==> config.mk <==
export PLATFORM = sky130hd
export DESIGN_NAME = pixel_arbiter_top
export DESIGN_NICKNAME = d
export VERILOG_FILES = /design/src/design/arbiter_pkg.sv /design/src/design/scan_arbiter.sv /design/src/design/pixel_level_0.sv /design/src/design/group_level_1.sv /design/src/design/event_handshake.sv /design/src/design/pixel_arbiter_top.sv
export SDC_FILE = /design/constraint.sdc
export NUM_CORES = 1
export LEC_CHECK = 0
export ABC_AREA = 1
export BUFFER_PORTS_ARGS = -buffer_cell sky130_fd_sc_hd__buf_2
export CORE_MARGIN = 3
export CORE_UTILIZATION = 57
export CTS_CLUSTER_DIAMETER = 100
export DETAILED_ROUTE_END_ITERATION = 7
export PLACE_DENSITY = 0.88
export SKIP_LAST_GASP = 1
export SYNTH_ARGS = -nofsm -noshare
export SYNTH_HDL_FRONTEND = slang
export SYNTH_HIERARCHICAL = 1
export SYNTH_SLANG_ARGS = --single-unit
==> constraint.sdc <==
create_clock -name clk_i -period 2.3 [get_ports clk_i]
set_input_delay 0 -clock clk_i [delete_from_list [all_inputs] [get_ports clk_i]]
set_output_delay 0 -clock clk_i [all_outputs]
set_load 0.05 [all_outputs]
==> src/design/arbiter_pkg.sv <==
// Arbiter sizes and event type
`default_nettype none

package arbiter_pkg;

    // Pixel group, level 0
    parameter int LVL0_ROWS = 4;                        // Pixel rows per group
    parameter int LVL0_COLS = 4;                        // Pixel columns per group
    parameter int LVL0_ADD  = 2;                        // Local row/column index width

    // Group grid, level 1
    parameter int LVL1_ROWS = 2;                        // Group rows
    parameter int LVL1_COLS = 2;                        // Group columns
    parameter int LVL1_ADD  = 1;                        // Group row/column index width

    // Whole array
    parameter int ARRAY_ROWS = LVL1_ROWS * LVL0_ROWS;   // 8 pixel rows
    parameter int ARRAY_COLS = LVL1_COLS * LVL0_COLS;   // 8 pixel columns
    parameter int ARRAY_ADD  = LVL1_ADD + LVL0_ADD;     // Array row/column index width

    // Address event as handed to the outside
    typedef struct packed {
        logic [ARRAY_ADD-1:0] x;                        // Array row
        logic [ARRAY_ADD-1:0] y;                        // Array column
    } pixel_event_t;

endpackage

`default_nettype wire

==> src/design/scan_arbiter.sv <==
// Pointer scan arbiter
`timescale 1ns/100ps
`default_nettype none

module scan_arbiter #(
    parameter int WIDTH = 4,                            // Number of request lines
    parameter int ADD_W = 2                             // Index width, WIDTH == 2**ADD_W
) (
    input  logic             clk_i,
    input  logic             reset_i,
    input  logic             enable_i,                  // Allow one step of the scan
    input  logic             refresh_i,                 // Restart the pass from line 0
    input  logic [WIDTH-1:0] req_i,
    output logic [WIDTH-1:0] gnt_o,                     // One-hot grant, held between steps
    output logic [ADD_W-1:0] add_o,                     // Index of the granted line
    output logic             grp_release_o              // Nothing left at or above the pointer
);

    logic [ADD_W:0]   ptr_q;                            // Next line to look at, WIDTH = pass done
    logic [WIDTH-1:0] above;                            // Requests still ahead of the pointer
    logic [ADD_W-1:0] pick;                             // Lowest line in above
    logic             found;

    always_comb
    begin
        above = '0;
        pick  = '0;
        found = 1'b0;
        for (int i = 0; i < WIDTH; i++)
        begin
            above[i] = req_i[i] && (i >= ptr_q);        // Mask off lines already passed
        end
        // Walk downwards so the lowest hit wins
        for (int i = WIDTH - 1; i >= 0; i--)
        begin
            if (above[i])
            begin
                pick  = ADD_W'(i);
                found = 1'b1;
            end
        end
    end

    assign grp_release_o = ~found;                      // Pass exhausted

    always_ff @(posedge clk_i or posedge reset_i)
    begin
        if (reset_i)
        begin
            ptr_q <= '0;
            gnt_o <= '0;
            add_o <= '0;
        end
        else if (refresh_i)
        begin
            ptr_q <= '0;                                // New pass
            gnt_o <= '0;
        end
        else if (enable_i)
        begin
            if (found)
            begin
                gnt_o <= WIDTH'(1) << pick;             // Grant the next line
                add_o <= pick;
                ptr_q <= {1'b0, pick} + 1'b1;           // Step past it
            end
            else
            begin
                gnt_o <= '0;                            // End of pass
            end
        end
    end

    a_gnt_onehot0: assert property (@(posedge clk_i) disable iff (reset_i) $onehot0(gnt_o))
        else $error("scan_arbiter: more than one line granted");

endmodule

`default_nettype wire

==> src/design/pixel_level_0.sv <==
// Level-0 pixel group arbiter
`timescale 1ns/100ps
`default_nettype none

module pixel_level_0 #(
    parameter int ROWS  = arbiter_pkg::LVL0_ROWS,       // Pixel rows in the group
    parameter int COLS  = arbiter_pkg::LVL0_COLS,       // Pixel columns in the group
    parameter int ADD_W = arbiter_pkg::LVL0_ADD         // Local index width
) (
    input  logic                      clk_i,
    input  logic                      reset_i,
    input  logic                      enable_i,         // Group selected by level 1
    input  logic                      hold_i,           // Event stage busy, freeze column scan
    input  logic [ROWS-1:0][COLS-1:0] req_i,            // Pixel requests of this group
    output logic [ROWS-1:0][COLS-1:0] gnt_o,            // Pixel grants, at most one
    output logic [ADD_W-1:0]          x_add_o,          // Granted local row
    output logic [ADD_W-1:0]          y_add_o,          // Granted local column
    output logic                      active_o,         // A pixel grant is present
    output logic                      grp_release_o     // Group fully served
);

    typedef enum logic [1:0] {
        IDLE      = 2'b00,                              // Not selected
        ROW_GRANT = 2'b01,                              // Looking for the next active row
        COL_GRANT = 2'b10                               // Walking the columns of one row
    } state_t;

    state_t          state_q;
    state_t          state_d;
    logic [ROWS-1:0] row_req;                           // Row has any request
    logic [COLS-1:0] col_req;                           // Requests of the selected row
    logic [ROWS-1:0] x_gnt;
    logic [COLS-1:0] y_gnt;
    logic            x_enable;
    logic            y_enable;
    logic            refresh_x;
    logic            refresh_y;
    logic            rel_x;
    logic            rel_y;

    always_comb
    begin
        for (int i = 0; i < ROWS; i++)
        begin
            row_req[i] = |req_i[i];
        end
    end

    assign col_req  = req_i[x_add_o];                   // Row picked by rra_x
    assign active_o = |y_gnt;

    // Pixel grant is the cross of row and column grant
    always_comb
    begin
        for (int i = 0; i < ROWS; i++)
        begin
            for (int j = 0; j < COLS; j++)
            begin
                gnt_o[i][j] = x_gnt[i] & y_gnt[j];
            end
        end
    end

    always_ff @(posedge clk_i or posedge reset_i)
    begin
        if (reset_i)
        begin
            state_q <= IDLE;
        end
        else
        begin
            state_q <= state_d;
        end
    end

    always_comb
    begin
        state_d   = state_q;
        x_enable  = 1'b0;
        y_enable  = 1'b0;
        refresh_x = 1'b0;
        refresh_y = 1'b0;
        if (!enable_i)
        begin
            state_d   = IDLE;                           // Deselected, rewind both scans
            refresh_x = 1'b1;
            refresh_y = 1'b1;
        end
        else
        begin
            case (state_q)
                IDLE:
                begin
                    x_enable = 1'b1;                    // First row step
                    state_d  = ROW_GRANT;
                end
                ROW_GRANT:
                begin
                    if (x_gnt != '0)
                    begin
                        y_enable = 1'b1;                // First column of the new row
                        state_d  = COL_GRANT;
                    end
                    else
                    begin
                        x_enable = 1'b1;                // Keep looking for a row
                    end
                end
                COL_GRANT:
                begin
                    if (y_gnt == '0)
                    begin
                        x_enable  = 1'b1;               // Row finished, go to next row
                        refresh_y = 1'b1;
                        state_d   = ROW_GRANT;
                    end
                    else
                    begin
                        y_enable = ~hold_i;             // Next column once the event is out
                    end
                end
                default:
                begin
                    state_d = IDLE;
                end
            endcase
        end
    end

    // Release only once the last pixel's grant has been taken back
    always_ff @(posedge clk_i or posedge reset_i)
    begin
        if (reset_i)
        begin
            grp_release_o <= 1'b0;
        end
        else
        begin
            grp_release_o <= enable_i & rel_x & rel_y & ~|y_gnt;
        end
    end

    scan_arbiter #(.WIDTH(ROWS), .ADD_W(ADD_W)) rra_x (
        .clk_i         (clk_i),
        .reset_i       (reset_i),
        .enable_i      (x_enable),
        .refresh_i     (refresh_x),
        .req_i         (row_req),
        .gnt_o         (x_gnt),
        .add_o         (x_add_o),
        .grp_release_o (rel_x)
    );

    scan_arbiter #(.WIDTH(COLS), .ADD_W(ADD_W)) rra_y (
        .clk_i         (clk_i),
        .reset_i       (reset_i),
        .enable_i      (y_enable),
        .refresh_i     (refresh_y),
        .req_i         (col_req),
        .gnt_o         (y_gnt),
        .add_o         (y_add_o),
        .grp_release_o (rel_y)
    );

    a_gnt_onehot0: assert property (@(posedge clk_i) disable iff (reset_i) $onehot0(gnt_o))
        else $error("pixel_level_0: more than one pixel granted");

endmodule

`default_nettype wire

==> src/design/group_level_1.sv <==
// Level-1 group selector
`timescale 1ns/100ps
`default_nettype none

module group_level_1 #(
    parameter int GROUPS  = arbiter_pkg::LVL1_ROWS * arbiter_pkg::LVL1_COLS,
    parameter int GRP_ADD = 2 * arbiter_pkg::LVL1_ADD
) (
    input  logic               clk_i,
    input  logic               reset_i,
    input  logic [GROUPS-1:0]  grp_req_i,               // Group has pending pixels
    input  logic [GROUPS-1:0]  grp_release_i,           // Group done, from level 0
    output logic [GROUPS-1:0]  grp_en_o,                // One-hot group enable
    output logic [GRP_ADD-1:0] grp_add_o                // Index of the selected group
);

    typedef enum logic [1:0] {
        G_IDLE  = 2'b00,                                // Step the scan or rewind it
        G_CHECK = 2'b01,                                // Look at the fresh grant
        G_BUSY  = 2'b10                                 // Group enabled, wait for release
    } gstate_t;

    gstate_t           state_q;
    gstate_t           state_d;
    logic [GROUPS-1:0] arb_gnt;
    logic              arb_enable;
    logic              arb_refresh;
    logic              arb_release;

    always_ff @(posedge clk_i or posedge reset_i)
    begin
        if (reset_i)
        begin
            state_q <= G_IDLE;
        end
        else
        begin
            state_q <= state_d;
        end
    end

    always_comb
    begin
        state_d     = state_q;
        arb_enable  = 1'b0;
        arb_refresh = 1'b0;
        case (state_q)
            G_IDLE:
            begin
                if (arb_release)
                begin
                    arb_refresh = 1'b1;                 // Pass over, start again from group 0
                end
                else
                begin
                    arb_enable = 1'b1;
                    state_d    = G_CHECK;
                end
            end
            G_CHECK:
            begin
                state_d = (arb_gnt != '0) ? G_BUSY : G_IDLE;
            end
            G_BUSY:
            begin
                if (grp_release_i[grp_add_o])
                begin
                    state_d = G_IDLE;                   // Move on to the next group
                end
            end
            default:
            begin
                state_d = G_IDLE;
            end
        endcase
    end

    assign grp_en_o = (state_q == G_BUSY) ? arb_gnt : '0;

    scan_arbiter #(.WIDTH(GROUPS), .ADD_W(GRP_ADD)) rra_grp (
        .clk_i         (clk_i),
        .reset_i       (reset_i),
        .enable_i      (arb_enable),
        .refresh_i     (arb_refresh),
        .req_i         (grp_req_i),
        .gnt_o         (arb_gnt),
        .add_o         (grp_add_o),
        .grp_release_o (arb_release)
    );

    a_en_onehot0: assert property (@(posedge clk_i) disable iff (reset_i) $onehot0(grp_en_o))
        else $error("group_level_1: more than one group enabled");

endmodule

`default_nettype wire

==> src/design/event_handshake.sv <==
// Address event output stage
`timescale 1ns/100ps
`default_nettype none

module event_handshake (
    input  logic                      clk_i,
    input  logic                      reset_i,
    input  logic                      pix_valid_i,      // Pixel grant present
    input  arbiter_pkg::pixel_event_t pix_event_i,      // Address of that grant
    input  logic                      ev_ack_i,
    output logic                      ev_req_o,
    output arbiter_pkg::pixel_event_t ev_o,
    output logic                      hold_o            // Freeze the column scan
);

    typedef enum logic [1:0] {
        S_IDLE = 2'b00,                                 // Waiting for a grant
        S_REQ  = 2'b01,                                 // Request up, waiting for ack
        S_ACK  = 2'b10,                                 // Request down, waiting for ack low
        S_REL  = 2'b11                                  // One cycle to let the scan step
    } hs_state_t;

    hs_state_t state_q;

    always_ff @(posedge clk_i or posedge reset_i)
    begin
        if (reset_i)
        begin
            state_q <= S_IDLE;
        end
        else
        begin
            case (state_q)
                S_IDLE:  if (pix_valid_i) state_q <= S_REQ;
                S_REQ:   if (ev_ack_i) state_q <= S_ACK;
                S_ACK:   if (!ev_ack_i) state_q <= S_REL;
                default: state_q <= S_IDLE;
            endcase
        end
    end

    always_ff @(posedge clk_i)
    begin
        if (state_q == S_IDLE && pix_valid_i)
        begin
            ev_o <= pix_event_i;                        // Capture the address
        end
    end

    assign ev_req_o = (state_q == S_REQ);

    // Grant seen in idle blocks the scan before the latch takes it
    assign hold_o = (state_q == S_IDLE) ? pix_valid_i : (state_q != S_REL);

    a_ev_stable: assert property (@(posedge clk_i) disable iff (reset_i)
        ev_req_o |=> !ev_req_o || $stable(ev_o))
        else $error("event_handshake: ev_o changed while ev_req_o high");

endmodule

`default_nettype wire

==> src/design/pixel_arbiter_top.sv <==
// Hierarchical AER scan arbiter
`timescale 1ns/100ps
`default_nettype none

module pixel_arbiter_top #(
    parameter int LVL0_ROWS = arbiter_pkg::LVL0_ROWS,
    parameter int LVL0_COLS = arbiter_pkg::LVL0_COLS,
    parameter int LVL0_ADD  = arbiter_pkg::LVL0_ADD,
    parameter int LVL1_ROWS = arbiter_pkg::LVL1_ROWS,
    parameter int LVL1_COLS = arbiter_pkg::LVL1_COLS,
    parameter int LVL1_ADD  = arbiter_pkg::LVL1_ADD
) (
    input  logic                      clk_i,
    input  logic                      reset_i,
    input  logic [LVL1_ROWS*LVL0_ROWS-1:0][LVL1_COLS*LVL0_COLS-1:0] req_i,
    input  logic                      ev_ack_i,
    output logic [LVL1_ROWS*LVL0_ROWS-1:0][LVL1_COLS*LVL0_COLS-1:0] gnt_o,
    output logic                      ev_req_o,
    output arbiter_pkg::pixel_event_t ev_o
);

    localparam int GROUPS  = LVL1_ROWS * LVL1_COLS;
    localparam int GRP_ADD = 2 * LVL1_ADD;

    logic [GROUPS-1:0]                           grp_req;
    logic [GROUPS-1:0]                           grp_en;
    logic [GROUPS-1:0]                           grp_release;
    logic [GROUPS-1:0]                           grp_active;
    logic [GRP_ADD-1:0]                          grp_add;
    logic [GROUPS-1:0][LVL0_ROWS-1:0][LVL0_COLS-1:0] grp_pix_req;
    logic [GROUPS-1:0][LVL0_ROWS-1:0][LVL0_COLS-1:0] grp_gnt;
    logic [GROUPS-1:0][LVL0_ADD-1:0]             grp_x;
    logic [GROUPS-1:0][LVL0_ADD-1:0]             grp_y;
    logic                                        hold;
    logic                                        pix_valid;
    arbiter_pkg::pixel_event_t                   pix_event;

    for (genvar gr = 0; gr < LVL1_ROWS; gr++)
    begin : g_row
        for (genvar gc = 0; gc < LVL1_COLS; gc++)
        begin : g_col
            localparam int G = gr * LVL1_COLS + gc;     // Group index, row major
            for (genvar i = 0; i < LVL0_ROWS; i++)
            begin : g_pix_row
                for (genvar j = 0; j < LVL0_COLS; j++)
                begin : g_pix_col
                    assign grp_pix_req[G][i][j] = req_i[gr*LVL0_ROWS+i][gc*LVL0_COLS+j];
                    assign gnt_o[gr*LVL0_ROWS+i][gc*LVL0_COLS+j] = grp_gnt[G][i][j];
                end
            end
            assign grp_req[G] = |grp_pix_req[G];        // Any pixel of the group pending

            pixel_level_0 #(.ROWS(LVL0_ROWS), .COLS(LVL0_COLS), .ADD_W(LVL0_ADD))
                i_pixel_level_0 (
                .clk_i         (clk_i),
                .reset_i       (reset_i),
                .enable_i      (grp_en[G]),
                .hold_i        (hold),
                .req_i         (grp_pix_req[G]),
                .gnt_o         (grp_gnt[G]),
                .x_add_o       (grp_x[G]),
                .y_add_o       (grp_y[G]),
                .active_o      (grp_active[G]),
                .grp_release_o (grp_release[G])
            );
        end
    end

    group_level_1 #(.GROUPS(GROUPS), .GRP_ADD(GRP_ADD)) i_group_level_1 (
        .clk_i         (clk_i),
        .reset_i       (reset_i),
        .grp_req_i     (grp_req),
        .grp_release_i (grp_release),
        .grp_en_o      (grp_en),
        .grp_add_o     (grp_add)
    );

    // Group row/col on top of local index gives row*4 + local
    assign pix_valid   = |(grp_en & grp_active);
    assign pix_event.x = {grp_add[GRP_ADD-1 -: LVL1_ADD], grp_x[grp_add]};
    assign pix_event.y = {grp_add[LVL1_ADD-1:0], grp_y[grp_add]};

    event_handshake i_event_handshake (
        .clk_i       (clk_i),
        .reset_i     (reset_i),
        .pix_valid_i (pix_valid),
        .pix_event_i (pix_event),
        .ev_ack_i    (ev_ack_i),
        .ev_req_o    (ev_req_o),
        .ev_o        (ev_o),
        .hold_o      (hold)
    );

endmodule

`default_nettype wire

==> flow_summary_export.csv <==
group,metric,value,unit
floorplanning,die_area,0.01548,mm^2
cts,clock_tree_from_tritoncts,"built",
timing,highest_clock_rate,0.4714,GHz
route,drc,0,
cts,cts-root-buf,"sky130_fd_sc_hd__clkbuf_16",
synth,ys_ff_latch,103,
synth,syn-cell-area,0.007994,mm^2
finish,final_cell_mix,"sky130_fd_sc_hd__nand2_1, sky130_fd_sc_hd__inv_1, sky130_fd_sc_hd__nor2_1",
timing,finalWorstPathRequiredPeriod,2.121,ns
grt,grtUsageMet3,3.859,%
job,max_cap_viol_count,0,
route,routed_wire_per_std_cell,11.96,um
timing,setup_ws,0.1789,ns
cts,cts_made_buffers,9,
worst_setup_path,worstSetupEndpointType,"flop",
synth,synth_area_per_cell,6.552,um^2
finish,post-route-cell-area,0.009392,mm^2
worst_setup_path,crit_path_cell_chain,"nor2_2 -> nand2_2 -> nand2_1 -> nand4_1 -> nand2_1 -> o21ai_2 -> nand3b_1 -> a21oi_1 -> inv_1 -> nor2_4 -> nand2_2 -> nand2_1 -> o21ai_1",
pwr,post-layout-total-power,5.626,mW
floorplanning,rows,42,
placement,detailedPlacementHpwl,14500,um
grt,groute.usage.overall,24.06,%
worst_setup_path,critical-path-slowest-cell,"sky130_fd_sc_hd__dfrtp_1",
cts,cts_max_level,3,
placement,place.gp.congestion,0.9043,
grt,wire_length_of_the_first_global_routing_pass,31950,um
route,drt.antenna.violating_nets,0,
worst_setup_path,critical_path_arrival,2.35,ns
grt,groute.layer.met2.usage,41.92,%
finish,num-nets-final,1517,
placement,dp_worst_setup_slack,-0.07397,ns
floorplanning,core_region_area,0.01345,mm^2
synth,post-synth-top-area-fraction,30.36,%
worst_setup_path,critical-path-top-cell-by-count,"sky130_fd_sc_hd__nand2_1",
route,dr.first_iter.drc_count,587,
timing,final-hold-violation-count,0,
synth,synth_cell_type_count,26,
timing,worst_rel_slew_slack,61.45,%
grt,grtUsageMet1,30.71,%
synth,synthTopCellsByArea,"sky130_fd_sc_hd__dfrtp_1, sky130_fd_sc_hd__nand2_1, sky130_fd_sc_hd__inv_1",
cts,cts.repair_timing.setup_buffer_count,0,
cts,clock_latency_late_sink,0.35,ns
placement,place_area,0.009064,mm^2
grt,via_count_of_the_first_global_routing_pass,7351,
synth,synth_fp_nets,1347,
worst_setup_path,worst-setup-path-type,"flop to flop",
pwr,static-leakage-power,6.016,nW
grt,globalRoute.busiestLayer,"met2",
cts,numClockSinks,103,
synth,synth_seq_area_share,32.62,%
timing,finalSetupTns,0,ns
floorplanning,floorplan.initialDensity,59.42,%
worst_hold_path,min_path_type,"input port to flop",
worst_setup_path,timing.critical_path.from_type,"flop",
worst_setup_path,cp.required,2.53,ns
placement,io_buffers,137,
worst_setup_path,cpPeakStageDelay,0.39,ns
timing,finalCritPeriodShare,92.22,%
timing,maxSlewViolCount,0,
synth,ys.warnings.count,6,
finish,antenna_cells_inserted,0,
worst_setup_path,critical_path.max_fanout,6,
cts,clkSlewWorstSetupHoldPaths,0.07,ns
grt,grt_start_max_net_pins,22,
pwr,power.density_cell_area,599.1,mW/mm^2
finish,ratio_of_cells_with_drive_above_1_in_the_final_layout,19.64,%
synth,synthesis.instances,1220,
floorplanning,num_io_pins,138,
pwr,peakVddDrop,0.0004554,V
finish,area.growth.synth_to_final,17.48,%
synth,synthDominantAreaCellType,"sky130_fd_sc_hd__dfrtp_1",
outcome,status,"complete, no violations",
floorplanning,die_w,124.4,um
route,drt_first_pass_iters,5,
timing,fin_skew,0.005481,ns
route,drt-vias-per-instance,5.084,
grt,grt_overflow_total,0,
timing,rsz0062_at_grt,"no",
route,wl_final,18800,um
timing,transition_at_the_pin_with_the_smallest_max_transition_slack,0.5783,ns
grt,antenna_violations_before_repair,0,
finish,leading_cell_type_in_the_layout_fill_and_taps_excluded,"sky130_fd_sc_hd__nand2_1",
timing,timing.final.setup_violations,0,
cts,cts_max_path_buffers,2,
route,dr_total_vias,7987,
floorplanning,floorplan.die.height,124.4,um
==> path summary, 6_finish.rpt <==
kind	from	endpoint	slack, ns	cells after the start
max reg2reg	g_row[1].g_col[1].i_pixel_level_0/rra_y/gnt_o[0]	g_row[0].g_col[0].i_pixel_level_0/rra_y/add_o[0]	0.18	13
min reg2reg	g_row[1].g_col[0].i_pixel_level_0/rra_y/add_o[1]	g_row[1].g_col[0].i_pixel_level_0/rra_y/add_o[1]	0.51	2
max in group asynchronous	reset_i	g_row[0].g_col[0].i_pixel_level_0/rra_x/add_o[0]	1.63	3
max	g_row[1].g_col[1].i_pixel_level_0/rra_y/gnt_o[0]	g_row[0].g_col[0].i_pixel_level_0/rra_y/add_o[0]	0.18	13
min in group asynchronous	reset_i	i_group_level_1/state_q[0]	0.25	3
min	ev_ack_i	i_event_handshake/state_q[1]	0.01	4
==> stage by stage <==
stage,std cells,util (%),hold slack [ns]
6_report,1571,69.81,0.01061
5_1_grt,1571,69.81,0.04463
4_1_cts,1571,69.73,0.005755
3_5_place_dp,1554,67.37,0.06899
3_3_place_gp,1554,67.37,0.05948
2_1_floorplan,1220,-,-0.2588
==> final cells by class <==
type	count	area [um^2]
multi-input combinational	894	4531
fill	1104	4061
sequential	103	2610
timing repair buffer	168	920.9
inverter	214	803.3
clock buffer	12	236.5
tap	176	220.2
clock inverter	4	70.07
==> repair_timing <==
| action | 4_1_cts | 5_1_grt |
|---|---|---|
| endpoints found under the setup margin | 5 | 24 |
| hold endpoints to repair | 97 | 0 |
| gates resized for setup | 1 | 4 |
| hold buffers | 1 | 0 |
==> worst max-delay path: cells and delay by family (launching register included) <==
kind,cells,cell delay (ns)
flops,1,0.39
buf+inv,1,0.10
compound gates,3,0.37
simple gates,9,1.15
==> state kept, by name, indices dropped and copies added (netlist names) <==
name / cells
g_row.g_col.i_pixel_level_0/rra_y/add_o: 8
g_row.g_col.i_pixel_level_0/rra_y/ptr_q: 12
i_event_handshake/state_q: 2
i_event_handshake/ev_o: 6
i_group_level_1/rra_grp/gnt_o: 4
i_group_level_1/rra_grp/ptr_q: 3
i_group_level_1/state_q: 2
g_row.g_col.i_pixel_level_0/state_q: 8
g_row.g_col.i_pixel_level_0/grp_release_o: 4
g_row.g_col.i_pixel_level_0/rra_y/gnt_o: 16
i_group_level_1/rra_grp/add_o: 2
g_row.g_col.i_pixel_level_0/rra_x/ptr_q: 12
g_row.g_col.i_pixel_level_0/rra_x/gnt_o: 16
g_row.g_col.i_pixel_level_0/rra_x/add_o: 8
==> cells in the mapped netlist <==
cell and instances:
sky130_fd_sc_hd__nor2_4 1, sky130_fd_sc_hd__edfxtp_1 6, sky130_fd_sc_hd__nand3_2 1, sky130_fd_sc_hd__nand2_2 25, sky130_fd_sc_hd__dfrtp_1 97, sky130_fd_sc_hd__inv_2 2, sky130_fd_sc_hd__nand3b_1 9, sky130_fd_sc_hd__buf_6 1
sky130_fd_sc_hd__clkinv_1 2, sky130_fd_sc_hd__o21ai_1 16, sky130_fd_sc_hd__nand2_4 10, sky130_fd_sc_hd__a21oi_2 9, sky130_fd_sc_hd__buf_2 4, sky130_fd_sc_hd__nand2_1 364, sky130_fd_sc_hd__nor2_2 27, sky130_fd_sc_hd__nor2_1 177
sky130_fd_sc_hd__nand3_1 119, sky130_fd_sc_hd__o21ai_2 12, sky130_fd_sc_hd__ha_1 60, sky130_fd_sc_hd__o22ai_1 16, sky130_fd_sc_hd__a21oi_1 4, sky130_fd_sc_hd__nand4_1 7, sky130_fd_sc_hd__buf_4 4, sky130_fd_sc_hd__inv_1 210
sky130_fd_sc_hd__or2_2 4, sky130_fd_sc_hd__o21ai_0 33
==> kinds of logic after synthesis <==
family,count (synthesis),share of synthesized area (%)
AO/OA/AOI/OAI,90,6.871
buffers and inverters,223,10.82
adder cells (fa/ha/maj),60,9.391
AND/OR/NAND/NOR,744,40.30
flip-flops,103,32.62
==> per-layer routing <==
metal	part of all wire (%)	wire length (um)	vias to the layer above
li1	-	-	4092
met1	44	8189	3643
met2	49	9222	218
met3	5.5	1025	34
met4	1.9	358	0
met5	0	0	-
==> report_power, final <==
part	switching [mW]	internal, mW
Combinational	1.21	0.649
Clock	0.637	0.951
Sequential	0.191	1.99
Total	2.03	3.59
No activity file was read; power rests on OpenSTA's default activity.
